==> config.mk <==
export PLATFORM = sky130hd
export DESIGN_NAME = xadc_monitor
export DESIGN_NICKNAME = d
export VERILOG_FILES = /design/src/source/xadc_ctrl_pkg.sv /design/src/source/xadc_data_pkg.sv /design/src/source/sample_sequencer.sv /design/src/source/sample_timer.sv /design/src/source/sample_packer.sv /design/src/source/frame_writer.sv /design/src/source/xadc_monitor.sv
export VERILOG_INCLUDE_DIRS = /design/src /design/src/source
export SDC_FILE = /design/constraint.sdc
export NUM_CORES = 1
export LEC_CHECK = 0
export ABC_AREA = 1
export BUFFER_PORTS_ARGS = -buffer_cell sky130_fd_sc_hd__buf_2
export CAP_MARGIN = 10
export CORE_ASPECT_RATIO = 0.8
export CORE_MARGIN = 2
export CORE_UTILIZATION = 45
export CTS_CLUSTER_DIAMETER = 100
export DETAILED_ROUTE_END_ITERATION = 10
export PLACE_DENSITY = 0.76
export SETUP_SLACK_MARGIN = 0.02
export SLEW_MARGIN = 0
export SYNTH_ARGS = -nofsm -noshare
export SYNTH_HDL_FRONTEND = slang
export SYNTH_SLANG_ARGS = --single-unit
==> constraint.sdc <==
create_clock -name clk125 -period 6.75 [get_ports clk125]
set_input_delay 0.675 -clock clk125 [delete_from_list [all_inputs] [get_ports clk125]]
set_output_delay 0.675 -clock clk125 [all_outputs]
set_load 0.02 [all_outputs]
==> src/source/xadc_macros.svh <==
`ifndef XADC_MACROS_SVH
`define XADC_MACROS_SVH

//////////////////////////////////////////////////
// Datapath widths
//////////////////////////////////////////////////

`define XADC_RESULT_W      12   // One ADC conversion
`define XADC_WORD_W        64   // Event FIFO word
`define XADC_SLOTS         5    // Results per FIFO word

//////////////////////////////////////////////////
// Framing and flow control
//////////////////////////////////////////////////

`define XADC_MAX_WORDS     150  // Words per UDP frame
`define XADC_FIFO_CREDITS  4    // Initial credits from the FIFO side
`define XADC_LEN_W         12   // Packet length field

// Run command fields
`define XADC_CHANNELS      8
`define XADC_COUNT_W       11   // Samples per channel
`define XADC_DELAY_W       18   // Inter-sample delay in clk125 cycles

`endif

==> src/source/xadc_ctrl_pkg.sv <==
`include "xadc_macros.svh"

package xadc_ctrl_pkg;

    //////////////////////////////////////////////////
    // Run command
    //////////////////////////////////////////////////

    // Chip ids above 7 request a sweep over all channels
    typedef struct packed
    {
        logic [3:0]                     chip_id;
        logic [`XADC_COUNT_W-1:0]       sample_count;   // Conversions per channel
        logic [`XADC_DELAY_W-1:0]       delay_cycles;   // Wait between conversions
    } run_cmd_t;

    //////////////////////////////////////////////////
    // Sequencer states
    //////////////////////////////////////////////////

    typedef enum logic [2:0]
    {
        SEQ_IDLE,           // Waiting for cmd_rdy
        SEQ_CONVERT,        // Request a conversion once the packer has room
        SEQ_WAIT_RESULT,    // Conversion in flight
        SEQ_DELAY,          // Inter-sample delay
        SEQ_FLUSH,          // Last word draining to the FIFO
        SEQ_WAIT_UDP        // Frame handed off, wait for the network side
    } seq_state_e;

endpackage

==> src/source/xadc_data_pkg.sv <==
`include "xadc_macros.svh"

package xadc_data_pkg;

    // One conversion on its way to the packer
    typedef struct packed
    {
        logic [`XADC_RESULT_W-1:0]      result;
        logic [2:0]                     chan;
        logic                           last;       // Final sample of this channel
    } sample_t;

    //////////////////////////////////////////////////
    // Event FIFO word
    //////////////////////////////////////////////////

    // Packer fills valid and data only, the writer adds the framing
    typedef struct packed
    {
        logic                           valid;
        logic [`XADC_WORD_W-1:0]        data;
        logic [`XADC_LEN_W-1:0]         packet_len; // 1-based index in the frame
        logic                           end_of_data;
    } fifo_word_t;

    // Frame writer states
    typedef enum logic [1:0]
    {
        WR_IDLE,
        WR_EMIT,    // fifo_out valid for this one cycle
        WR_SETTLE
    } wr_state_e;

endpackage

==> src/source/sample_sequencer.sv <==
`timescale 1ns/1ps
`include "xadc_macros.svh"

module sample_sequencer
(
    input  logic                        clk125,
    input  logic                        rst,
    input  logic                        cmd_rdy,
    input  xadc_ctrl_pkg::run_cmd_t     cmd,
    output logic                        conv_start,
    output logic [2:0]                  conv_chan,
    input  logic                        conv_done,
    input  logic [`XADC_RESULT_W-1:0]   conv_result,
    input  logic                        pack_ready,
    output xadc_data_pkg::sample_t      sample,
    output logic                        sample_push,
    output logic                        timer_start,
    output logic                        delay_start,
    input  logic                        last_sample,
    input  logic                        delay_done,
    input  logic                        writer_idle,
    input  logic                        udp_done,
    output logic                        busy
);
    import xadc_ctrl_pkg::*;

    seq_state_e state;
    logic [2:0] chan;
    logic       all_chan;   // Sweep mode
    logic       more_chan;

    assign conv_chan = chan;
    assign more_chan = all_chan && (chan != 3'(`XADC_CHANNELS - 1));

    //////////////////////////////////////////////////
    // Run control
    //////////////////////////////////////////////////

    always_ff @(posedge clk125)
    begin
        if (rst)
        begin
            state       <= SEQ_IDLE;
            busy        <= 1'b0;
            chan        <= 3'd0;
            all_chan    <= 1'b0;
            conv_start  <= 1'b0;
            sample_push <= 1'b0;
            timer_start <= 1'b0;
            delay_start <= 1'b0;
        end
        else
        begin
            // Pulses by default
            conv_start  <= 1'b0;
            sample_push <= 1'b0;
            timer_start <= 1'b0;
            delay_start <= 1'b0;

            case (state)
                SEQ_IDLE:
                begin
                    if (cmd_rdy && !busy)
                    begin
                        busy        <= 1'b1;
                        all_chan    <= (cmd.chip_id >= 4'(`XADC_CHANNELS));
                        chan        <= (cmd.chip_id >= 4'(`XADC_CHANNELS)) ? 3'd0 : cmd.chip_id[2:0];
                        timer_start <= 1'b1;
                        state       <= SEQ_CONVERT;
                    end
                end

                SEQ_CONVERT:
                begin
                    // A push still in flight has not reached pack_ready yet
                    if (pack_ready && !sample_push)
                    begin
                        conv_start <= 1'b1;
                        state      <= SEQ_WAIT_RESULT;
                    end
                end

                SEQ_WAIT_RESULT:
                begin
                    if (conv_done)
                    begin
                        sample_push <= 1'b1;
                        if (!last_sample)
                        begin
                            delay_start <= 1'b1;
                            state       <= SEQ_DELAY;
                        end
                        else if (more_chan)
                        begin
                            chan        <= chan + 3'd1; // Next chip, no delay
                            timer_start <= 1'b1;
                            state       <= SEQ_CONVERT;
                        end
                        else
                            state <= SEQ_FLUSH;
                    end
                end

                SEQ_DELAY:
                    if (delay_done)
                        state <= SEQ_CONVERT;

                SEQ_FLUSH:
                    if (!sample_push && pack_ready && writer_idle)
                        state <= SEQ_WAIT_UDP;

                SEQ_WAIT_UDP:
                begin
                    // Old command must drop before a new run
                    if (!cmd_rdy && udp_done)
                    begin
                        busy  <= 1'b0;
                        state <= SEQ_IDLE;
                    end
                end

                default: state <= SEQ_IDLE;
            endcase
        end
    end

    // Tag the result with its channel
    always_ff @(posedge clk125)
    begin
        if (state == SEQ_WAIT_RESULT && conv_done)
            sample <= '{result: conv_result, chan: chan, last: last_sample};
    end

endmodule

==> src/source/sample_timer.sv <==
`timescale 1ns/1ps
`include "xadc_macros.svh"

module sample_timer
(
    input  logic                        clk125,
    input  logic                        rst,
    input  logic                        timer_start,
    input  logic                        sample_tick,
    input  logic                        delay_start,
    input  logic [`XADC_COUNT_W-1:0]    sample_count,
    input  logic [`XADC_DELAY_W-1:0]    delay_cycles,
    output logic                        last_sample,
    output logic                        delay_done
);
    logic [`XADC_COUNT_W-1:0] remaining;    // Pushes left in this channel
    logic [`XADC_DELAY_W-1:0] delay_cnt;
    logic                     delay_run;

    // Sample counter, reload wins over a trailing push
    always_ff @(posedge clk125)
    begin
        if (rst)
            remaining <= '0;
        else if (timer_start)
            remaining <= sample_count;
        else if (sample_tick && remaining != '0)
            remaining <= remaining - 1'b1;
    end

    assign last_sample = (remaining <= `XADC_COUNT_W'(1)); // Zero count acts as one

    //////////////////////////////////////////////////
    // Inter-sample delay
    //////////////////////////////////////////////////

    always_ff @(posedge clk125)
    begin
        if (rst)
        begin
            delay_run <= 1'b0;
            delay_cnt <= '0;
        end
        else if (delay_start)
        begin
            delay_run <= 1'b1;
            delay_cnt <= delay_cycles;
        end
        else if (delay_run)
        begin
            if (delay_cnt == '0)
                delay_run <= 1'b0;
            else
                delay_cnt <= delay_cnt - 1'b1;
        end
    end

    // High delay+1 cycles after delay_start
    assign delay_done = delay_run && (delay_cnt == '0);

endmodule

==> src/source/sample_packer.sv <==
`timescale 1ns/1ps
`include "xadc_macros.svh"

module sample_packer
(
    input  logic                        clk125,
    input  logic                        rst,
    input  xadc_data_pkg::sample_t      sample,
    input  logic                        sample_push,
    output logic                        pack_ready,
    output xadc_data_pkg::fifo_word_t   word,
    output logic                        word_last,
    input  logic                        word_taken
);
    localparam int SLOT_W = $clog2(`XADC_SLOTS);

    logic [SLOT_W-1:0]          slot;
    logic [`XADC_WORD_W-1:0]    acc;
    logic                       held;       // Word waiting for the writer
    logic                       held_last;
    logic                       closing;

    assign closing = sample_push && !held &&
                     ((slot == SLOT_W'(`XADC_SLOTS - 1)) || sample.last);

    always_ff @(posedge clk125)
    begin
        if (rst)
        begin
            slot      <= '0;
            acc       <= '0;
            held      <= 1'b0;
            held_last <= 1'b0;
        end
        else if (held)
        begin
            if (word_taken)
            begin
                held <= 1'b0;
                acc  <= '0;     // Short words leave zero slots
            end
        end
        else if (sample_push)
        begin
            acc[`XADC_WORD_W-1]                       <= 1'b0;
            acc[`XADC_WORD_W-2 -: 3]                  <= sample.chan; // Header
            acc[slot * `XADC_RESULT_W +: `XADC_RESULT_W] <= sample.result;
            if (closing)
            begin
                slot      <= '0;
                held      <= 1'b1;
                held_last <= sample.last;
            end
            else
                slot <= slot + 1'b1;
        end
    end

    // Present the held word
    always_comb
    begin
        word       = '0;
        word.valid = held;
        word.data  = acc;
    end

    assign word_last  = held_last;
    assign pack_ready = !held;

endmodule

==> src/source/frame_writer.sv <==
`timescale 1ns/1ps
`include "xadc_macros.svh"

module frame_writer
(
    input  logic                        clk125,
    input  logic                        rst,
    input  xadc_data_pkg::fifo_word_t   word,
    input  logic                        word_last,
    output logic                        word_taken,
    output xadc_data_pkg::fifo_word_t   fifo_out,
    input  logic                        fifo_credit,
    output logic                        writer_idle
);
    import xadc_data_pkg::*;

    localparam int CREDIT_W = $clog2(`XADC_FIFO_CREDITS + 1);

    wr_state_e                  state;
    logic [CREDIT_W-1:0]        credits;
    logic [`XADC_LEN_W-1:0]     frame_cnt;  // Words already in this frame
    logic [`XADC_LEN_W-1:0]     next_len;
    logic                       end_frame;
    logic                       out_valid;
    logic                       out_eod;
    logic [`XADC_WORD_W-1:0]    out_data;
    logic [`XADC_LEN_W-1:0]     out_len;

    assign word_taken  = (state == WR_IDLE) && word.valid && (credits != '0);
    assign next_len    = frame_cnt + 1'b1;
    assign end_frame   = word_last || (next_len == `XADC_MAX_WORDS);
    assign writer_idle = (state == WR_IDLE);

    //////////////////////////////////////////////////
    // Credits and framing
    //////////////////////////////////////////////////

    always_ff @(posedge clk125)
    begin
        if (rst)
        begin
            state     <= WR_IDLE;
            credits   <= CREDIT_W'(`XADC_FIFO_CREDITS);
            frame_cnt <= '0;
            out_valid <= 1'b0;
            out_eod   <= 1'b0;
        end
        else
        begin
            case ({word_taken, fifo_credit})
                2'b10:   credits <= credits - 1'b1;
                2'b01:   credits <= credits + 1'b1;
                default: credits <= credits;    // Spend and return cancel
            endcase

            case (state)
                WR_IDLE:
                begin
                    if (word_taken)
                    begin
                        out_valid <= 1'b1;
                        out_eod   <= end_frame;
                        frame_cnt <= end_frame ? '0 : next_len;
                        state     <= WR_EMIT;
                    end
                end
                WR_EMIT:
                begin
                    out_valid <= 1'b0;
                    out_eod   <= 1'b0;
                    state     <= WR_SETTLE;
                end
                WR_SETTLE: state <= WR_IDLE;
                default:   state <= WR_IDLE;
            endcase
        end
    end

    always_ff @(posedge clk125)
    begin
        if (word_taken)
        begin
            out_data <= word.data;
            out_len  <= next_len;
        end
    end

    always_comb
    begin
        fifo_out.valid       = out_valid;
        fifo_out.data        = out_data;
        fifo_out.packet_len  = out_len;
        fifo_out.end_of_data = out_eod;
    end

endmodule

==> src/source/xadc_monitor.sv <==
`timescale 1ns/1ps
`include "xadc_macros.svh"

module xadc_monitor
(
    input  logic                        clk125,
    input  logic                        rst,
    input  logic                        cmd_rdy,
    input  xadc_ctrl_pkg::run_cmd_t     cmd,
    output logic                        conv_start,
    output logic [2:0]                  conv_chan,
    input  logic                        conv_done,
    input  logic [`XADC_RESULT_W-1:0]   conv_result,
    output xadc_data_pkg::fifo_word_t   fifo_out,
    input  logic                        fifo_credit,
    input  logic                        udp_done,
    output logic                        busy
);
    xadc_data_pkg::sample_t     sample;
    xadc_data_pkg::fifo_word_t  packed_word;
    logic                       sample_push;
    logic                       pack_ready;
    logic                       word_last;
    logic                       word_taken;
    logic                       timer_start;
    logic                       delay_start;
    logic                       last_sample;
    logic                       delay_done;
    logic                       writer_idle;

    //////////////////////////////////////////////////
    // Control path
    //////////////////////////////////////////////////

    sample_sequencer sample_sequencer_inst
    (
        .clk125      (clk125),
        .rst         (rst),
        .cmd_rdy     (cmd_rdy),
        .cmd         (cmd),
        .conv_start  (conv_start),
        .conv_chan   (conv_chan),
        .conv_done   (conv_done),
        .conv_result (conv_result),
        .pack_ready  (pack_ready),
        .sample      (sample),
        .sample_push (sample_push),
        .timer_start (timer_start),
        .delay_start (delay_start),
        .last_sample (last_sample),
        .delay_done  (delay_done),
        .writer_idle (writer_idle),
        .udp_done    (udp_done),
        .busy        (busy)
    );

    // Count and delay taken straight from the held command
    sample_timer sample_timer_inst
    (
        .clk125       (clk125),
        .rst          (rst),
        .timer_start  (timer_start),
        .sample_tick  (sample_push),
        .delay_start  (delay_start),
        .sample_count (cmd.sample_count),
        .delay_cycles (cmd.delay_cycles),
        .last_sample  (last_sample),
        .delay_done   (delay_done)
    );

    //////////////////////////////////////////////////
    // Data path
    //////////////////////////////////////////////////

    sample_packer sample_packer_inst
    (
        .clk125      (clk125),
        .rst         (rst),
        .sample      (sample),
        .sample_push (sample_push),
        .pack_ready  (pack_ready),
        .word        (packed_word),
        .word_last   (word_last),
        .word_taken  (word_taken)
    );

    frame_writer frame_writer_inst
    (
        .clk125      (clk125),
        .rst         (rst),
        .word        (packed_word),
        .word_last   (word_last),
        .word_taken  (word_taken),
        .fifo_out    (fifo_out),
        .fifo_credit (fifo_credit),
        .writer_idle (writer_idle)
    );

endmodule

==> flow_summary.ini, run 1 <==
[worst_setup_path]
crit_fanout = 18
cp-endpoint = sample_packer_inst.acc[6]
reg2regPathDepth = 14
endpoint_kind = register
cp_data_arrival_time_ns = 4.23
critPathRequiredTime_ns = 7.19
crit_type = reg2reg
cp-startpoint = sample_packer_inst.slot[0]
timing.rr.start = sample_packer_inst.slot[0]
timing.rr.end = sample_packer_inst.acc[6]
ff2ff_setup_slack_ns = 2.96
crit_path_start_kind = register

[route]
routed-via-count = 8617
wl_um = 25500
drt-initial-drc-count = 721
drt_drc_violations_left = 0
routedWlPerCell_um = 15.5
first_pass_iters = 7
drtAntennaViolNets = 0
vias_per_cell = 5.24

[yosys]
synth.most_common_cell = nand2_1
syn-mean-instance-area_um2 = 8.39
ys_warn_count = 0
synth_seq_cells = 222
synth_cell_type_count = 53
yosys.area.top_type = edfxtp_1
synthArstFlopShare = 0
syn-num-nets = 1275
synth_common_cells = nand2_1 (309), dfxtp_1 (130), a21oi_1 (112)
netlist_area_mm2 = 0.0101
synthCells = 1207
synth-main-ff-cell = dfxtp_1
synth-edff-count = 92
synthTopCellsByArea = edfxtp_1 (27%), dfxtp_1 (26%), nand2_1 (11%)
synth_top_area_frac = 0.273
yosysSeqAreaShare = 0.530

[power_and_ir_drop]
p_per_area_mw_per_mm2 = 296
p_leak_nw = 4.68
power_mw = 3.47
vdd_drop_max_mv = 0.174

[sta]
fin_worst_skew_ns = 0.0125
finalCriticalPeriod_ns = 3.79
fmax_mhz = 264
slew_headroom = 0.277
postLayoutSetupSlackWorst_ns = 2.96
rsz0062_at_grt = no
fin_crit_sh = 0.562
hold_viol_final = 0
setup_viol = 0
final.setup.tns_ns = 0
tightest_slew_ns = 1.08
slew_violations = 0

[floorplan]
std_cell_rows = 49
start_util = 0.455
dieArea_mm2 = 0.0237
die_w_um = 172
die_y_um = 138
io_pins = 134
core_area_mm2 = 0.0223

[clock_tree]
insertion_delay_ns = 0.51
clkTransAtPathRegs_ns = 0.07
cts_sinks = 222
cts_buffer_depth = 3
cts-buffers-inserted = 22
cts_resized = 0
holdBufCountCts = 0
clockRootBuffer = clkbuf_16
cts_tree = yes
h-tree-depth = 1
post_cts_buffers = 0

[placed_design]
place_ws_ns = 2.96
port_buffers = 133
place_congestion = 0.995
dp_hpwl_um = 18300

[run_status]
status = completed

[global_routing]
grt_overflow = 0
grt_max_degree = 79
grt.total_usage = 0.212
antenna_found_initial = 2
grt_pass1_vias = 8024
grt_first_pass_wirelength_um = 40800

[layout]
synthToLayoutAreaGrowth_pct = 15.7
final_nets = 1391
final_layout_size_suffix_gt1_frac = 0.166

[worst_hold_path]
hold_path_class = in2reg

[job]
maxCapViolCount = 0
registers in the layout (all words and copies together) (netlist names):
register                           cells
frame_writer_inst.state                2
sample_sequencer_inst.sample_push      1
frame_writer_inst.out_eod              1
frame_writer_inst.frame_cnt           12
sample_packer_inst.slot                3
sample_timer_inst.delay_run            1
frame_writer_inst.out_valid            1
sample_timer_inst.delay_cnt           18
sample_packer_inst.word_last           1
sample_sequencer_inst.sample          16
sample_sequencer_inst.state            3
sample_sequencer_inst.busy             1
sample_sequencer_inst.all_chan         1
frame_writer_inst.out_data            64
sample_sequencer_inst.conv_start       1
sample_sequencer_inst.timer_start      1
sample_sequencer_inst.conv_chan        3
sample_timer_inst.remaining           11
sample_sequencer_inst.delay_start      1
frame_writer_inst.out_len             12
sample_packer_inst.acc                64
sample_packer_inst.held                1
frame_writer_inst.credits              3
worst max-delay path, cell delays in order (launching register included):
cell and delay [ns]:
dfxtp_1 0.76, ha_1 0.35, fa_1 0.47, nor2_1 0.15
nand2_1 0.10, inv_1 0.07, ha_1 0.46, inv_1 0.39
nor2_2 0.28, nand2_1 0.13, nand3_1 0.11, nand2_1 0.15
nand2_1 0.09, nand2_1 0.05, a21oi_1 0.16
logic make-up (layout without fill, tap and decap cells):
family | count (synthesis) | count (layout) | share of synthesized area
compound gates | 229 | 229 | 0.127
xor+xnor | 19 | 19 | 0.0164
fa+ha+maj | 17 | 17 | 0.0225
buf+inv | 163 | 295 | 0.0670
flops | 222 | 222 | 0.530
other cells | 0 | 1 | 0
simple gates | 557 | 557 | 0.238
worst min-delay path by stage:
| stage | slack, ns | start | endpoint | cells past startpoint |
|---|---|---|---|---|
| 2_1_floorplan | 0.40 | sample_packer_inst.acc[0] | frame_writer_inst.out_data[0] | 0 |
| 3_3_place_gp | 0.42 | sample_packer_inst.acc[37] | frame_writer_inst.out_data[37] | 0 |
| 3_5_place_dp | 0.42 | sample_packer_inst.acc[27] | frame_writer_inst.out_data[27] | 0 |
| 4_1_cts | 0.32 | conv_result[0] | sample_sequencer_inst.sample[4] | 1 |
| 5_1_grt | 0.32 | conv_result[0] | sample_sequencer_inst.sample[4] | 1 |
| 6_report | 0.33 | conv_result[0] | sample_sequencer_inst.sample[4] | 1 |
final cells by class:
cell class	count	area, um^2
fill	2089	10500
sequential	222	5370
multi-input combinational	822	4090
timing repair buffer	136	688
clock buffer	25	593
inverter	119	452
tap	306	383
clock inverter	15	139
antenna	1	2.50
cells in the final DEF, fill, tap and decap left out, drive strengths merged, types with 3 or more instances in the layout:
| master | n |
|---|---|
| nor3 | 23 |
| nand4 | 11 |
| o21ai | 64 |
| xor2 | 15 |
| o21bai | 6 |
| dfxtp | 130 |
| nor2 | 114 |
| o211ai | 3 |
| nand2 | 323 |
| buf | 136 |
| o31ai | 5 |
| a22oi | 6 |
| edfxtp | 92 |
| clkbuf | 25 |
| nand3 | 79 |
| xnor2 | 4 |
| o22ai | 14 |
| a21oi | 113 |
| clkinv | 11 |
| inv | 119 |
| ha | 15 |
| a31oi | 9 |
power breakdown:
group	internal, mW	switching [mW]	total, mW
sequential	1.48	0.0680	1.55
combinational	0.215	0.468	0.683
clock	0.713	0.524	1.24
total	2.41	1.06	3.47
metal layers:
layer / GRT usage / up-vias / wire (um)
li1: - / 4271 / -
met1: 0.323 / 3919 / 11900
met2: 0.309 / 375 / 10800
met3: 0.0386 / 50 / 2160
met4: 0.0584 / 2 / 584
met5: 0 / - / 13
per-stage QoR:
| stage | cells | hold slack, ns | util | cell area [um^2] |
|---|---|---|---|---|
| floorplan | 1207 | 0.403 | - | 10100 |
| global route | 1645 | 0.320 | 0.526 | 11700 |
| CTS | 1645 | 0.321 | 0.526 | 11700 |
| detailed placement | 1605 | 0.417 | 0.493 | 11000 |
| global placement | 1605 | 0.417 | 0.493 | 11000 |
| finish | 1646 | 0.333 | 0.526 | 11700 |
Power figures use the tool's default switching activity.
==> run 2: changes to the inputs <==
- clock period: 6.75 -> 3.94 ns (I/O delays scaled with it)
==> run 2 against run 1 <==
Compared with the run above: clock skew increased by 0.014 ns; register-to-register slack worse by 2.4 ns; count of clock-buffer cells in the layout is 9 higher; global-route usage is 0.72 points lower; sequential cell count unchanged; critical path depth down 1; core utilization increased by 0.33 points; routed wire length is 2.5% lower; clock power up 78%; critical endpoint is now sample_packer_inst.acc[24].
==> flow_summary.ini, run 2 (same netlist as run 1, synthesis figures left out) <==
[layout]
synthToLayoutAreaGrowth_pct = 16.4
final_nets = 1393
diodes = 0
reg_top3 = frame_writer_inst.out_data x64, sample_packer_inst.acc x64, sample_timer_inst.delay_cnt x18
multiInputGateArea_mm2 = 0.00410
final_area_mm2 = 0.0118
final_layout_size_suffix_gt1_frac = 0.169
layout_common_cells = nand2_1 (309), buf_2 (133), dfxtp_1 (130)
final_common_cell = nand2_1
num-fill-cells = 2076
ff_latch_area_mm2 = 0.00537

[floorplan]
dieArea_mm2 = 0.0237
std_cell_rows = 49
die_w_um = 172
io_pins = 134
start_util = 0.455
die_y_um = 138
core_area_mm2 = 0.0223

[route]
drt-initial-drc-count = 941
routedWlPerCell_um = 15.1
routed-via-count = 8540
first_pass_iters = 6
drt_drc_violations_left = 0
drtAntennaViolNets = 0
vias_per_cell = 5.18
wl_um = 24800

[global_routing]
grt_first_pass_wirelength_um = 39500
antenna_found_initial = 0
grt_pass1_vias = 7740
grt_overflow = 0
grt_max_degree = 95
grt.total_usage = 0.205

[clock_tree]
clkTransAtPathRegs_ns = 0.07
post_cts_buffers = 0
insertion_delay_ns = 0.52
cts_buffer_depth = 3
cts_resized = 0
cts-buffers-inserted = 23
clockRootBuffer = clkbuf_16
cts_sinks = 222
h-tree-depth = 1
holdBufCountCts = 0
cts_tree = yes

[sta]
final.setup.tns_ns = 0
rsz0062_at_grt = no
finalCriticalPeriod_ns = 3.40
whs_ns = 0.0615
tightest_slew_ns = 1.15
fin_crit_sh = 0.864
fin_worst_skew_ns = 0.0263
slew_violations = 0
fmax_mhz = 294
slew_headroom = 0.232
hold_viol_final = 0
setup_viol = 0

[worst_setup_path]
cp-startpoint = sample_packer_inst.slot[0]
endpoint_kind = register
timing.rr.start = sample_packer_inst.slot[0]
cp_common_cell = inv_1
crit_path_start_kind = register
crit_slowest_cell = dfxtp_1
crit_fanout = 18
path_cells = ha_1 > fa_1 > nor2_1 > nand2_1 > inv_1 > ha_1 > inv_1 > nor2_2 > inv_1 > nor2_1 > o21ai_2 > nand2_1 > a21oi_1
cp_data_arrival_time_ns = 3.75
crit_type = reg2reg
slowest_delay_ns = 0.68
critPathRequiredTime_ns = 4.29

[job]
maxCapViolCount = 0

[placed_design]
place_congestion = 0.995
port_buffers = 133
dp_hpwl_um = 17600
place_area_mm2 = 0.0110

[power_and_ir_drop]
power_mw = 6.01
p_per_area_mw_per_mm2 = 510
vdd_drop_max_mv = 0.349
p_leak_nw = 4.72

[run_status]
status = completed

[worst_hold_path]
hold_path_class = in2reg
hold_start = conv_result[5]
-- run 2: cell types whose count changed in the layout (fill, tap and decap cells not counted), sizes merged --
cell / delta
diode: -1
inv: +2
bufinv: -1
buf: +1
clkbuf: +9
clkinv: -6
clkinvlp: -2
-- run 2: layout make-up --
| cell class | count | share of cell area |
|---|---|---|
| Multi-Input combinational cell | 822 | 0.348 |
| Tap cell | 306 | 0.0325 |
| Inverter | 119 | 0.0383 |
| Clock buffer | 34 | 0.0603 |
| Sequential cell | 222 | 0.455 |
| Clock inverter | 8 | 0.00648 |
| Timing Repair Buffer | 137 | 0.0590 |
-- run 2: power by group --
group / internal (mW) / total [mW] / switching [mW] / leakage (nW)
registers: 2.53 / 2.65 / 0.112 / 1.90
logic: 0.369 / 1.16 / 0.788 / 2.43
clock network: 1.32 / 2.21 / 0.887 / 0.391
-- run 2: path summary, 6_finish.rpt --
check,end,slack (ns),cells after the start
max,sample_packer_inst.acc[24],0.54,13
min,sample_sequencer_inst.sample[9],0.06,1
min reg2reg,frame_writer_inst.out_data[60],0.41,0
max reg2reg,sample_packer_inst.acc[24],0.54,13
-- run 2: worst max-delay path, delay by kind of cell, from the launching register on --
kind | cells | cell delay (ns)
AO/OA/AOI/OAI | 2 | 0.16
adder cells (fa/ha/maj) | 3 | 1.13
AND/OR/NAND/NOR | 5 | 0.80
buffers and inverters | 3 | 0.47
flip-flops | 1 | 0.68
-- run 2: metrics by stage --
step                instances  utilization  setup WS (ns)
floorplan                1207            -         -0.127
global placement         1606        0.494          0.713
detailed placement       1606        0.494          0.599
CTS                      1648        0.529          0.599
global route             1648        0.529          0.191
finish                   1648        0.529          0.537
-- run 2: routing by layer --
metal / share of wire / up-vias / track usage
li1: - / 4266 / -
met1: 0.49 / 3904 / 0.318
met2: 0.42 / 334 / 0.298
met3: 0.078 / 36 / 0.0358
met4: 0.020 / 0 / 0.0455
met5: 0 / - / 0
